### src/logic/rx_meta_pkg.sv
`default_nettype none

package rx_meta_pkg;

localparam int MAX_NB_FLOWS          = 16;
localparam int FLOW_IDX_WIDTH        = 4;
localparam int NB_PKT_QUEUE_MANAGERS = 4;
localparam int PKT_QM_ID_WIDTH       = 2;
localparam int LOCAL_FLOW_WIDTH      = 2;
localparam int NB_LOCAL_FLOWS        = MAX_NB_FLOWS / NB_PKT_QUEUE_MANAGERS;

// Queue registers are 4 KiB apart; the head is the second register of each.
localparam int TABLE_IDX_WIDTH = 5;
localparam int QUEUE_FIELD_LSB = 12;
localparam int MMIO_ADDR_WIDTH = 17;
localparam int REG_SIZE        = 4;
localparam int MMIO_BE_WIDTH   = 16;
localparam int HEAD_REG_INDEX  = 1;

localparam int HEAD_UPD_QUEUE_LEN  = 16;
localparam int HEAD_UPD_SLACK      = 4;
localparam int HEAD_UPD_OCC_WIDTH  = $clog2(HEAD_UPD_QUEUE_LEN + 1);
localparam int IN_QUEUE_LEN        = 8;
localparam int IN_QUEUE_THRESHOLD  = 4;
localparam int IN_QUEUE_OCC_WIDTH  = $clog2(IN_QUEUE_LEN + 1);
localparam int ORDER_QUEUE_LEN     = 8;

localparam int RB_WIDTH       = 12;
localparam int PKT_SIZE_WIDTH = 8;
localparam int CNT_WIDTH      = 32;

typedef logic [FLOW_IDX_WIDTH-1:0]  flow_idx_t;
typedef logic [PKT_QM_ID_WIDTH-1:0] pkt_qm_id_t;
typedef logic [RB_WIDTH-1:0]        rb_ptr_t;
typedef logic [PKT_SIZE_WIDTH-1:0]  pkt_size_t;
typedef logic [CNT_WIDTH-1:0]       counter_t;

typedef struct packed {
    logic [MMIO_ADDR_WIDTH-1:0] address;
    logic [MMIO_BE_WIDTH-1:0]   byteenable;
    logic                       write;
} mmio_write_t;

typedef struct packed {
    flow_idx_t flow_idx;
    pkt_size_t size;
} pkt_meta_t;

typedef struct packed {
    flow_idx_t flow_idx;
    pkt_size_t size;
    logic      descriptor_only;
    logic      needs_dsc;
} rx_meta_t;

typedef struct packed {
    rx_meta_t meta;
    rb_ptr_t  pkt_tail;
} dsc_meta_t;

typedef struct packed {
    rb_ptr_t rb_size;
    logic    desc_per_pkt;
} rx_config_t;

endpackage

`default_nettype wire

### src/logic/head_update_monitor.sv
`timescale 1ns/1ps
`default_nettype none

module head_update_monitor (
    input  logic                     pcie_clk,
    input  logic                     pcie_reset_n,
    input  rx_meta_pkg::mmio_write_t mmio_write,
    output logic                     head_upd_valid,
    output rx_meta_pkg::flow_idx_t   head_upd_flow,
    input  logic                     head_upd_ready,
    output rx_meta_pkg::counter_t    ignored_head_cnt
);

import rx_meta_pkg::*;

logic [TABLE_IDX_WIDTH-1:0]    queue_field;
logic                          head_write;
logic                          almost_full;
logic [HEAD_UPD_OCC_WIDTH-1:0] occupancy;
logic                          push_valid;
flow_idx_t                     push_flow;
logic                          push_ready;

assign queue_field = mmio_write.address[QUEUE_FIELD_LSB +: TABLE_IDX_WIDTH];

// Only a full-width write to the head register of a valid flow counts.
assign head_write = mmio_write.write && (queue_field < MAX_NB_FLOWS) &&
    (mmio_write.byteenable[HEAD_REG_INDEX*REG_SIZE +: REG_SIZE] == {REG_SIZE{1'b1}});

assign almost_full =
    occupancy > HEAD_UPD_OCC_WIDTH'(HEAD_UPD_QUEUE_LEN - HEAD_UPD_SLACK);

always_ff @(posedge pcie_clk) begin
    if (!pcie_reset_n) begin
        push_valid       <= 1'b0;
        ignored_head_cnt <= '0;
    end else begin
        push_valid <= head_write && !almost_full;
        if (head_write && almost_full) begin
            ignored_head_cnt <= ignored_head_cnt + 1'b1;
        end
    end
end

always_ff @(posedge pcie_clk) begin
    if (head_write) begin
        push_flow <= queue_field[FLOW_IDX_WIDTH-1:0];
    end
end

sync_fifo #(
    .WIDTH (FLOW_IDX_WIDTH),
    .DEPTH (HEAD_UPD_QUEUE_LEN)
) head_upd_queue (
    .pcie_clk     (pcie_clk),
    .pcie_reset_n (pcie_reset_n),
    .in_data      (push_flow),
    .in_valid     (push_valid),
    .in_ready     (push_ready),
    .out_data     (head_upd_flow),
    .out_valid    (head_upd_valid),
    .out_ready    (head_upd_ready),
    .occupancy    (occupancy)
);

// The slack must cover the write that is still in the register.
head_push_accepted: assert property (
    @(posedge pcie_clk) disable iff (!pcie_reset_n)
    head_write && !almost_full |=> push_ready
);

endmodule

`default_nettype wire

### src/logic/meta_dispatcher.sv
`timescale 1ns/1ps
`default_nettype none

module meta_dispatcher (
    input  logic                                          pcie_clk,
    input  logic                                          pcie_reset_n,
    input  logic                                          head_upd_valid,
    input  rx_meta_pkg::flow_idx_t                        head_upd_flow,
    output logic                                          head_upd_ready,
    input  logic                                          in_meta_valid,
    input  rx_meta_pkg::pkt_meta_t                        in_meta,
    output logic                                          in_meta_ready,
    output logic [rx_meta_pkg::NB_PKT_QUEUE_MANAGERS-1:0] qm_in_valid,
    output rx_meta_pkg::rx_meta_t                         qm_in_data,
    input  logic [rx_meta_pkg::NB_PKT_QUEUE_MANAGERS-1:0] qm_in_ready,
    output logic                                          order_valid,
    output rx_meta_pkg::pkt_qm_id_t                       order_id,
    input  logic                                          order_ready,
    output rx_meta_pkg::counter_t                         head_upd_cnt
);

import rx_meta_pkg::*;

logic                          merge;
logic                          head_acc;
logic                          meta_acc;
rx_meta_t                      next_rec;
logic [IN_QUEUE_OCC_WIDTH-1:0] iq_occupancy;
logic                          iq_almost_full;
logic                          iq_in_valid;
rx_meta_t                      iq_in_data;
logic                          iq_out_valid;
rx_meta_t                      iq_out_data;
logic                          iq_out_ready;
logic                          steer_valid;
rx_meta_t                      steer_data;
pkt_qm_id_t                    qm_id;
logic                          release_rec;

assign iq_almost_full = iq_occupancy > IN_QUEUE_OCC_WIDTH'(IN_QUEUE_THRESHOLD);

// Head updates win. A packet to the same flow rides along with the update.
always_comb begin
    head_upd_ready = 1'b0;
    in_meta_ready  = 1'b0;
    merge          = 1'b0;
    if (!iq_almost_full) begin
        head_upd_ready = 1'b1;
        if (head_upd_valid) begin
            merge         = in_meta_valid && (in_meta.flow_idx == head_upd_flow);
            in_meta_ready = merge;
        end else begin
            in_meta_ready = 1'b1;
        end
    end
end

assign head_acc = head_upd_valid && head_upd_ready;
assign meta_acc = in_meta_valid && in_meta_ready;

always_comb begin
    next_rec = '0;
    if (meta_acc) begin
        next_rec.flow_idx  = in_meta.flow_idx;
        next_rec.size      = in_meta.size;
        next_rec.needs_dsc = merge;
    end else begin
        next_rec.flow_idx        = head_upd_flow;
        next_rec.descriptor_only = 1'b1;
    end
end

always_ff @(posedge pcie_clk) begin
    if (!pcie_reset_n) begin
        iq_in_valid  <= 1'b0;
        head_upd_cnt <= '0;
    end else begin
        iq_in_valid <= head_acc || meta_acc;
        if (head_acc) begin
            head_upd_cnt <= head_upd_cnt + 1'b1;
        end
    end
end

always_ff @(posedge pcie_clk) begin
    if (head_acc || meta_acc) begin
        iq_in_data <= next_rec;
    end
end

sync_fifo #(
    .WIDTH ($bits(rx_meta_t)),
    .DEPTH (IN_QUEUE_LEN)
) in_queue (
    .pcie_clk     (pcie_clk),
    .pcie_reset_n (pcie_reset_n),
    .in_data      (iq_in_data),
    .in_valid     (iq_in_valid),
    .in_ready     (),
    .out_data     (iq_out_data),
    .out_valid    (iq_out_valid),
    .out_ready    (iq_out_ready),
    .occupancy    (iq_occupancy)
);

// Manager and order queue take the record in the same cycle.
assign qm_id       = steer_data.flow_idx[PKT_QM_ID_WIDTH-1:0];
assign release_rec = steer_valid && order_ready && qm_in_ready[qm_id];

always_comb begin
    qm_in_valid        = '0;
    qm_in_valid[qm_id] = steer_valid && order_ready;
end

assign qm_in_data   = steer_data;
assign order_valid  = steer_valid && qm_in_ready[qm_id];
assign order_id     = qm_id;
assign iq_out_ready = !steer_valid || release_rec;

always_ff @(posedge pcie_clk) begin
    if (!pcie_reset_n) begin
        steer_valid <= 1'b0;
    end else if (iq_out_valid && iq_out_ready) begin
        steer_valid <= 1'b1;
    end else if (release_rec) begin
        steer_valid <= 1'b0;
    end
end

always_ff @(posedge pcie_clk) begin
    if (iq_out_valid && iq_out_ready) begin
        steer_data <= iq_out_data;
    end
end

endmodule

`default_nettype wire

### src/logic/ordered_mux.sv
`timescale 1ns/1ps
`default_nettype none

module ordered_mux (
    input  logic                                                     pcie_clk,
    input  logic                                                     pcie_reset_n,
    input  logic                                                     order_valid,
    input  rx_meta_pkg::pkt_qm_id_t                                  order_id,
    output logic                                                     order_ready,
    input  logic [rx_meta_pkg::NB_PKT_QUEUE_MANAGERS-1:0]            qm_out_valid,
    input  rx_meta_pkg::dsc_meta_t [rx_meta_pkg::NB_PKT_QUEUE_MANAGERS-1:0] qm_out_data,
    output logic [rx_meta_pkg::NB_PKT_QUEUE_MANAGERS-1:0]            qm_out_ready,
    output logic                                                     out_valid,
    output rx_meta_pkg::dsc_meta_t                                   out_meta,
    input  logic                                                     out_ready
);

import rx_meta_pkg::*;

pkt_qm_id_t sel;
logic       sel_valid;
logic       sel_pop;

sync_fifo #(
    .WIDTH (PKT_QM_ID_WIDTH),
    .DEPTH (ORDER_QUEUE_LEN)
) order_queue (
    .pcie_clk     (pcie_clk),
    .pcie_reset_n (pcie_reset_n),
    .in_data      (order_id),
    .in_valid     (order_valid),
    .in_ready     (order_ready),
    .out_data     (sel),
    .out_valid    (sel_valid),
    .out_ready    (sel_pop),
    .occupancy    ()
);

// Only the manager at the head of the order queue may hand over a record.
assign out_valid = sel_valid && qm_out_valid[sel];
assign out_meta  = qm_out_data[sel];
assign sel_pop   = out_valid && out_ready;

always_comb begin
    qm_out_ready      = '0;
    qm_out_ready[sel] = sel_valid && out_ready;
end

// A manager output always has its order entry queued alongside.
no_orphan_record: assert property (
    @(posedge pcie_clk) disable iff (!pcie_reset_n)
    (|qm_out_valid) |-> sel_valid
);

endmodule

`default_nettype wire

### src/logic/pkt_queue_manager.sv
`timescale 1ns/1ps
`default_nettype none

module pkt_queue_manager (
    input  logic                    pcie_clk,
    input  logic                    pcie_reset_n,
    input  rx_meta_pkg::rx_config_t cfg,
    input  logic                    in_valid,
    input  rx_meta_pkg::rx_meta_t   in_data,
    output logic                    in_ready,
    output logic                    out_valid,
    output rx_meta_pkg::dsc_meta_t  out_data,
    input  logic                    out_ready
);

import rx_meta_pkg::*;

rb_ptr_t                     tails [NB_LOCAL_FLOWS];
logic [LOCAL_FLOW_WIDTH-1:0] local_flow;
rb_ptr_t                     cur_tail;
logic [RB_WIDTH:0]           tail_sum;
rb_ptr_t                     next_tail;
logic                        in_acc;

// Low flow bits picked this manager, the upper ones pick the tail.
assign local_flow = in_data.flow_idx[PKT_QM_ID_WIDTH +: LOCAL_FLOW_WIDTH];
assign cur_tail   = tails[local_flow];
assign tail_sum   = {1'b0, cur_tail} + (RB_WIDTH + 1)'(in_data.size);

// Size is below the ring size, so one subtraction wraps.
assign next_tail = (tail_sum >= {1'b0, cfg.rb_size}) ?
    RB_WIDTH'(tail_sum - {1'b0, cfg.rb_size}) : tail_sum[RB_WIDTH-1:0];

assign in_ready = !out_valid || out_ready;
assign in_acc   = in_valid && in_ready;

always_ff @(posedge pcie_clk) begin
    if (!pcie_reset_n) begin
        out_valid <= 1'b0;
        for (int i = 0; i < NB_LOCAL_FLOWS; i++) begin
            tails[i] <= '0;
        end
    end else if (in_acc) begin
        out_valid         <= 1'b1;
        tails[local_flow] <= next_tail;
    end else if (out_ready) begin
        out_valid <= 1'b0;
    end
end

always_ff @(posedge pcie_clk) begin
    if (in_acc) begin
        out_data.meta           <= in_data;
        out_data.meta.needs_dsc <=
            in_data.needs_dsc || in_data.descriptor_only || cfg.desc_per_pkt;
        out_data.pkt_tail       <= cur_tail;
    end
end

out_stable_when_stalled: assert property (
    @(posedge pcie_clk) disable iff (!pcie_reset_n)
    out_valid && !out_ready |=> $stable(out_data)
);

endmodule

`default_nettype wire

### src/logic/rx_meta_top.sv
`timescale 1ns/1ps
`default_nettype none

module rx_meta_top (
    input  logic                     pcie_clk,
    input  logic                     pcie_reset_n,
    input  rx_meta_pkg::rx_config_t  cfg,
    input  rx_meta_pkg::mmio_write_t mmio_write,
    input  logic                     in_meta_valid,
    input  rx_meta_pkg::pkt_meta_t   in_meta,
    output logic                     in_meta_ready,
    output logic                     out_valid,
    output rx_meta_pkg::dsc_meta_t   out_meta,
    input  logic                     out_ready,
    output rx_meta_pkg::counter_t    ignored_head_cnt,
    output rx_meta_pkg::counter_t    head_upd_cnt
);

import rx_meta_pkg::*;

logic                                       head_upd_valid;
flow_idx_t                                  head_upd_flow;
logic                                       head_upd_ready;
logic [NB_PKT_QUEUE_MANAGERS-1:0]           qm_in_valid;
rx_meta_t                                   qm_in_data;
logic [NB_PKT_QUEUE_MANAGERS-1:0]           qm_in_ready;
logic [NB_PKT_QUEUE_MANAGERS-1:0]           qm_out_valid;
dsc_meta_t [NB_PKT_QUEUE_MANAGERS-1:0]      qm_out_data;
logic [NB_PKT_QUEUE_MANAGERS-1:0]           qm_out_ready;
logic                                       order_valid;
pkt_qm_id_t                                 order_id;
logic                                       order_ready;

head_update_monitor head_mon (
    .pcie_clk         (pcie_clk),
    .pcie_reset_n     (pcie_reset_n),
    .mmio_write       (mmio_write),
    .head_upd_valid   (head_upd_valid),
    .head_upd_flow    (head_upd_flow),
    .head_upd_ready   (head_upd_ready),
    .ignored_head_cnt (ignored_head_cnt)
);

meta_dispatcher dispatcher (
    .pcie_clk       (pcie_clk),
    .pcie_reset_n   (pcie_reset_n),
    .head_upd_valid (head_upd_valid),
    .head_upd_flow  (head_upd_flow),
    .head_upd_ready (head_upd_ready),
    .in_meta_valid  (in_meta_valid),
    .in_meta        (in_meta),
    .in_meta_ready  (in_meta_ready),
    .qm_in_valid    (qm_in_valid),
    .qm_in_data     (qm_in_data),
    .qm_in_ready    (qm_in_ready),
    .order_valid    (order_valid),
    .order_id       (order_id),
    .order_ready    (order_ready),
    .head_upd_cnt   (head_upd_cnt)
);

for (genvar i = 0; i < NB_PKT_QUEUE_MANAGERS; i++) begin : g_qm
    pkt_queue_manager qm (
        .pcie_clk     (pcie_clk),
        .pcie_reset_n (pcie_reset_n),
        .cfg          (cfg),
        .in_valid     (qm_in_valid[i]),
        .in_data      (qm_in_data),
        .in_ready     (qm_in_ready[i]),
        .out_valid    (qm_out_valid[i]),
        .out_data     (qm_out_data[i]),
        .out_ready    (qm_out_ready[i])
    );
end

ordered_mux out_mux (
    .pcie_clk     (pcie_clk),
    .pcie_reset_n (pcie_reset_n),
    .order_valid  (order_valid),
    .order_id     (order_id),
    .order_ready  (order_ready),
    .qm_out_valid (qm_out_valid),
    .qm_out_data  (qm_out_data),
    .qm_out_ready (qm_out_ready),
    .out_valid    (out_valid),
    .out_meta     (out_meta),
    .out_ready    (out_ready)
);

endmodule

`default_nettype wire

### src/logic/sync_fifo.sv
`timescale 1ns/1ps
`default_nettype none

module sync_fifo #(
    parameter int WIDTH = 8,
    parameter int DEPTH = 8
) (
    input  logic                       pcie_clk,
    input  logic                       pcie_reset_n,
    input  logic [WIDTH-1:0]           in_data,
    input  logic                       in_valid,
    output logic                       in_ready,
    output logic [WIDTH-1:0]           out_data,
    output logic                       out_valid,
    input  logic                       out_ready,
    output logic [$clog2(DEPTH+1)-1:0] occupancy
);

localparam int AW = (DEPTH > 1) ? $clog2(DEPTH) : 1;
localparam int CW = $clog2(DEPTH + 1);

logic [WIDTH-1:0] mem [DEPTH];
logic [AW-1:0]    wr_ptr;
logic [AW-1:0]    rd_ptr;
logic [CW-1:0]    count;
logic             push;
logic             pop;

assign in_ready  = count != CW'(DEPTH);
assign out_valid = count != '0;
assign out_data  = mem[rd_ptr];
assign occupancy = count;
assign push      = in_valid && in_ready;
assign pop       = out_valid && out_ready;

always_ff @(posedge pcie_clk) begin
    if (push) begin
        mem[wr_ptr] <= in_data;
    end
end

always_ff @(posedge pcie_clk) begin
    if (!pcie_reset_n) begin
        wr_ptr <= '0;
        rd_ptr <= '0;
        count  <= '0;
    end else begin
        if (push) begin
            wr_ptr <= (wr_ptr == AW'(DEPTH - 1)) ? '0 : wr_ptr + 1'b1;
        end
        if (pop) begin
            rd_ptr <= (rd_ptr == AW'(DEPTH - 1)) ? '0 : rd_ptr + 1'b1;
        end
        case ({push, pop})
            2'b10:   count <= count + 1'b1;
            2'b01:   count <= count - 1'b1;
            default: count <= count;
        endcase
    end
end

// Writers size their thresholds so that a push always finds room.
no_push_when_full: assert property (
    @(posedge pcie_clk) disable iff (!pcie_reset_n) in_valid |-> in_ready
);

endmodule

`default_nettype wire

### config.mk
export PLATFORM = sky130hd
export DESIGN_NAME = rx_meta_top
export DESIGN_NICKNAME = d
export VERILOG_FILES = /design/src/logic/rx_meta_pkg.sv /design/src/logic/head_update_monitor.sv /design/src/logic/meta_dispatcher.sv /design/src/logic/ordered_mux.sv /design/src/logic/pkt_queue_manager.sv /design/src/logic/rx_meta_top.sv /design/src/logic/sync_fifo.sv
export SDC_FILE = /design/constraint.sdc
export NUM_CORES = 1
export LEC_CHECK = 0
export BUFFER_PORTS_ARGS = -buffer_cell sky130_fd_sc_hd__buf_4
export CAP_MARGIN = 20
export CORE_ASPECT_RATIO = 0.6
export CORE_MARGIN = 1
export CORE_UTILIZATION = 53
export CTS_BUF_LIST = sky130_fd_sc_hd__clkbuf_2 sky130_fd_sc_hd__clkbuf_4 sky130_fd_sc_hd__clkbuf_8
export CTS_CLUSTER_DIAMETER = 60
export DETAILED_ROUTE_END_ITERATION = 8
export PLACE_DENSITY = 0.77
export SLEW_MARGIN = 20
export SYNTH_ARGS = -nofsm -noshare
export SYNTH_HDL_FRONTEND = slang
export SYNTH_SLANG_ARGS = --single-unit
### constraint.sdc
create_clock -name pcie_clk -period 6.75 [get_ports pcie_clk]
set_clock_uncertainty 0.2 [all_clocks]
set_input_delay 0.675 -clock pcie_clk [delete_from_list [all_inputs] [get_ports pcie_clk]]
set_output_delay 0.675 -clock pcie_clk [all_outputs]
set_load 0.02 [all_outputs]
**Yosys cells after proc, flatten, opt, wreduce, memory -nomap -nowiden**

Memories as Yosys holds them, arrays and structs flattened. A register that Yosys moved wholly into a read port is not among the register bits.
Index checks and enable logic that the tools add are counted.

- Bits in registers: 226
- Latch bits: 0
- RAM bits: 384
- ROM bits: 0
- Bits of input ports: 63
- Output and inout port bits: 92
- Logic and storage cells: 231
- Memories kept: 7

- $add $sub $neg: 22
- Multiply operators: 0
- Divide/modulo/power cells: 0
- $lt $le $gt $ge: 11
- Equality and inequality tests: 17
- Shifts and indexed selects: 0
- Multiplexer cells: 73
- Bitwise operators: 4
- Reduce and logical (&&, ||, !) cells: 54

Memories:

| memory | words | width | rd ports | clocked after Yosys merged registers in | write ports | RTL line | source |
|---|---|---|---|---|---|---|---|
| dispatcher.in_queue.mem | 8 | 14 | 1 | 1 | 1 | sync_fifo.sv:22 | `logic [WIDTH-1:0] mem [DEPTH];` |
| head_mon.head_upd_queue.mem | 16 | 4 | 1 | 1 | 1 | sync_fifo.sv:22 |  |
| g_qm[0].qm.tails | 4 | 12 | 1 | 0 | 4 | pkt_queue_manager.sv:18 | `rb_ptr_t tails [NB_LOCAL_FLOWS];` |
| g_qm[1].qm.tails | 4 | 12 | 1 | 0 | 4 | pkt_queue_manager.sv:18 |  |
| g_qm[2].qm.tails | 4 | 12 | 1 | 0 | 4 | pkt_queue_manager.sv:18 |  |
| g_qm[3].qm.tails | 4 | 12 | 1 | 0 | 4 | pkt_queue_manager.sv:18 |  |
| +1 memories | -- | -- | -- | -- | -- | -- |  |

Operator list:

| cell | count |
|---|---|
| $mux 12 | 8 |
| $add 32x1->32 const B | 2 |
| $add 12x8->13 | 4 |
| $bmux 26 s2 | 1 |
| $ge 13x12->1 | 4 |
| $reduce_or 12->1 | 4 |
| $sub 12x12->12 | 4 |
| $mux 1 | 41 |
| $mux 26 | 1 |
| $logic_and 1x1->1 | 24 |
| $mux 4 | 5 |
| $mux 3 | 6 |
| $add 4x1->4 const B | 4 |
| $pmux 4 s2 | 2 |
| $reduce_bool 2->1 | 8 |
| $add 3x1->3 const B | 4 |
| $eq 3x3->1 const B | 4 |
| $eq 4x4->1 const B | 3 |
| $pmux 5 s2 | 1 |
| $and 4x4->4 | 2 |
| $logic_or 1x1->1 | 8 |
| $mux 2 | 4 |
| $ne 4x4->1 const B | 2 |
| $reduce_bool 4->1 | 2 |
| other kinds (18) | 33 |

**Logic depth before layout (Yosys ltp)**

- Word-level depth: 13
- Depth in mapped cells: 22
- Mapped depth without buffers: 16

**By module**

Synthesis repeated with hierarchy kept, for this count alone.

- Cells, all modules: 2390
- Area, all modules: 31697.9 um2

By module, submodules not included:

| module | times used | cells each | area each (um2) | seq. area each (um2) |
|---|---|---|---|---|
| pkt_queue_manager at g_qm[0].qm ... | 2 | 345 | 4255.3 | 2242.2 |
| pkt_queue_manager at g_qm[2].qm ... | 2 | 317 | 3965.1 | 2242.2 |
| sync_fifo at dispatcher.in_queue | 1 | 238 | 5013.6 | 3623.5 |
| sync_fifo at head_mon.head_upd_queue | 1 | 210 | 3420.8 | 2262.2 |
| meta_dispatcher | 1 | 266 | 2844.0 | 1521.5 |
| head_update_monitor | 1 | 212 | 1929.4 | 780.7 |
| sync_fifo at out_mux.order_queue | 1 | 98 | 1320.0 | 740.7 |
| ordered_mux | 1 | 42 | 729.4 | 0.0 |

**Worst setup path after synthesis**

OpenSTA, ideal clock, no wires.

- Path type: register to register
- From: register dispatcher.qm_in_data[12] (netlist name)
- To: memory g_qm[3].qm.tails[2][11] (netlist bit) (data pin)
- Setup time: 0.264 ns
- Arrival time: 5.731 ns
- Data required time: 6.286 ns
- Path slack: 0.555 ns
- Stages on the path, launching flop included: 23
- Buffers on the path: 6
- Period minus slack after synthesis: 6.195 ns
- Cell sequence: edfxtp_1 -> buf_4 -> buf_4 -> buf_2 -> buf_1 -> mux4_2 -> ha_1 -> fa_1 -> a21oi_1 -> o21ai_0 -> a21boi_0 -> nor2_1 -> xnor2_1 -> ha_1 -> a21oi_1 -> o21ai_0 -> o21ai_0 -> a21oi_1 -> or2_2 -> clkbuf_1 -> buf_2 -> mux2i_1 -> nor2_1

RTL lines:

| what | RTL line |
|---|---|
| to (decl) | pkt_queue_manager.sv:18 |

==> metrics.cfg <==
[sta]
drv_slew = 0
fin_crit_ps = 6310
layout_setup_ws_ps = 437
hold_viol_final = 0
worst_slew_pin_slew_ps = 1100
max_slew_margin_pct = 26.6
rsz0062_at_grt = false
fmax_ghz = 0.158
setup_viol_count_final = 0
fin_tns_setup_ps = 0
finalCritPeriodShare_pct = 93.5

[placement]
io_buffers = 130
place_ws_ps = 398
hpwlAfterDp_um = 52000
place_congestion = 0.931
place_area_um2 = 31900

[hold_path]
hp-class = in2reg

[cts]
numCtsBuffers = 92
clock_latency_ps = 710
cts_buffer_depth = 3
clkTransAtPathRegs_ps = 70
ctsResizeCount = 0
htree_levels = 3
tritoncts = done
cts-root-buf = clkbuf_8
cts_sinks = 631

[synth]
syn_avg_cell_area_um2 = 13.1
ys_warn_count = 0
synth-seq-cells = 631
yosys.cell_count.top_type = edfxtp_1
synth_common_cells = edfxtp_1, nor2_1, a21oi_1
synth_cells = 2290
synth_cell_type_count = 73
netlist_area_um2 = 30000
syn_nets = 2469
async_flop_share_pct = 0
synth_edf_count = 520
synthFlopType = edfxtp_1
synth.largest_area_cell = edfxtp_1
synth_top_area_share_pct = 52.1
synth_area_leaders = edfxtp_1, dfxtp_1, mux4_2
ys_seq_area_share_pct = 59.5

[detailed_routing]
totalWireLength_um = 74600
drt_pass1_iterations = 7
drc = 0
via_count = 19800
antenna_left = 0
vias_per_cell = 6.00
drt_iter0_drc = 1944
wire_per_inst_um = 22.7

[power_and_ir_drop]
powerDensity_nw_per_um2 = 542
ir_drop_mv = 0.329
p_leak_nw = 12.3
p_total_w = 0.0183

[global_route]
gr-total-overflow = 0
antenna_found_initial = 0
grt_pass1_wl_um = 112000
grt_pass1_vias = 19200
grt_start_max_net_pins = 101
track_usage_pct = 26.1

[critical_path]
critical_path_required_ps = 6970
crit_buf_inv = 1
critPathCaptureType = flip-flop
crit_arrival_ps = 6530
criticalPathCategory = reg2reg
crit_family = compound AO/OA/AOI/OAI gates
crit_path_start = dispatcher.qm_in_data[13]
path_cells = buf_4 > mux4_2 > fa_1 > a21oi_1 > o21ai_0 > a21boi_0 > nor2_1 > xnor2_1 > ha_1 > a21o_1 > a21o_1 > a21oi_1 > o221ai_1 > a211o_1 > mux2i_1 > nor2_1
r2r_end = g_qm[2].qm.tails[0][11]
slowest_delay_ps = 990
crit_cells = 16
r2r_slack_ps = 440
path_max_fanout = 18
crit_slowest_cell = edfxtp_1
r2r_cells = 16
startpoint_type = flip-flop
cp-endpoint = g_qm[2].qm.tails[0][11]
r2r-start = dispatcher.qm_in_data[13]

[floorplan]
core_um2 = 55800
die-area_um2 = 57500
pin_count = 155
dieWidth_um = 309
initial_core_util_pct = 53.7
num_rows = 67
fp.dieH_um = 186

[layout]
fin_nets = 2644
final_area_um2 = 33800
drive_gt1_share_pct = 18.5
fin_util_pct = 60.6
area_delta_synth_final_pct = 12.8
antenna_cells = 0
fillers = 4303

[outcome]
status = finished, final reports clean

[flow_run]
max-cap-violations = 0

==> flip-flops by register name (all words and copies together) (netlist names), 4 cells and up, named ones only <==
| name | flops |
|---|---|
| g_qm.qm.out_valid | 4 |
| head_mon.push_flow | 4 |
| dispatcher.in_queue.mem | 112 |
| head_mon.head_upd_queue.rd_ptr | 4 |
| head_mon.head_upd_queue.occupancy | 5 |
| dispatcher.qm_in_data | 12 |
| head_mon.head_upd_queue.wr_ptr | 4 |
| head_mon.ignored_head_cnt | 32 |
| out_mux.order_queue.occupancy | 4 |
| g_qm.qm.out_data | 104 |
| g_qm.qm.tails | 192 |
| dispatcher.iq_in_data | 14 |
| dispatcher.in_queue.occupancy | 4 |
| dispatcher.head_upd_cnt | 32 |
| out_mux.order_queue.mem | 16 |
| head_mon.head_upd_queue.mem | 64 |
==> metrics by stage <==
stage               hold WS, ps  std cells
global route               71.7       3293
finish                      107       3293
detailed placement          286       3123
global placement            260       3122
floorplan                   250       2290
CTS                        56.6       3290
==> report_power, final <==
| part | internal (W) | switching [W] |
|---|---|---|
| Sequential | 0.00496 | 0.000485 |
| Clock | 0.00171 | 0.00149 |
| Combinational | 0.00369 | 0.00599 |
==> logic make-up (layout without fill, tap and decap cells) <==
| logic type | count (synthesis) | in the layout | share of synthesized area (%) |
|---|---|---|---|
| DFF | 631 | 631 | 59.5 |
| adders and majority gates | 116 | 116 | 5.12 |
| AOI/OAI and AO/OA | 393 | 393 | 8.39 |
| xor gates and xnor gates | 115 | 115 | 3.36 |
| muxes | 195 | 195 | 10.7 |
| and+or+nand+nor | 665 | 665 | 10.6 |
| buffers and inverters | 175 | 419 | 2.36 |
==> placed cells by master, fill, tap and decap left out, types with 10 or more instances in the layout <==
master,n
nand3_1,38
and2_1,10
nor2_1,286
clkbuf_4,32
a21o_1,21
buf_4,165
mux2_2,23
fa_1,11
mux4_2,93
nand2_1,99
inv_1,83
clkbuf_8,97
nor3_1,40
nand4_1,21
o21a_1,26
and3_1,14
or3_1,38
xnor2_1,49
clkinv_2,12
a21boi_0,13
and2_0,26
a211oi_1,57
mux2i_1,73
nor2b_1,16
clkinv_1,13
nor3b_1,11
o211ai_1,10
a21oi_1,138
edfxtp_1,520
ha_1,105
xor2_1,66
dfxtp_1,110
o21ai_0,57
nand2b_1,10
==> layer usage <==
layer  track usage (%)  up-vias  share of wire (%)
met4              6.63        2                1.8
met1              39.2     9762                 45
met5             0.997        -               0.11
met3              8.63      109                 12
li1                  -     9019                  -
met2              36.2      877                 42
==> cell type report <==
class / count / area [µm²] / share of cell area, %
Multi-Input combinational cell: 1484 / 11500 / 34.0
Clock buffer: 129 / 1580 / 4.66
Tap cell: 759 / 950 / 2.81
Inverter: 85 / 320 / 0.947
Timing Repair Buffer: 171 / 1310 / 3.88
Clock inverter: 34 / 315 / 0.932
Sequential cell: 631 / 17800 / 52.7
==> worst min path at each step <==
stage	start	endpoint	slack (ps)	cells after the start
6_report	in_meta[4]	dispatcher.iq_in_data[6]	110	3
5_1_grt	in_meta[5]	dispatcher.iq_in_data[7]	70	3
4_1_cts	in_meta[4]	dispatcher.iq_in_data[6]	60	3
3_5_place_dp	dispatcher.head_upd_cnt[30]	dispatcher.head_upd_cnt[30]	290	2
3_3_place_gp	out_mux.order_queue.rd_ptr[1]	out_mux.order_queue.rd_ptr[1]	260	2
2_1_floorplan	out_mux.order_queue.rd_ptr[1]	flip-flop	250	2
==> repair_timing <==
| action | in CTS | in global routing |
|---|---|---|
| buffers inserted | 0 | 3 |
| endpoints found under the hold margin | 4 | 0 |
| hold buffers | 4 | 0 |
| endpoints found under the setup margin | 0 | 24 |
==> tightest hold or removal path, stage by stage <==
cell and delay, ps:
buf_4 80, inv_1 40, nor2_1 90
Note: power is estimated with default switching activity, not from simulation.
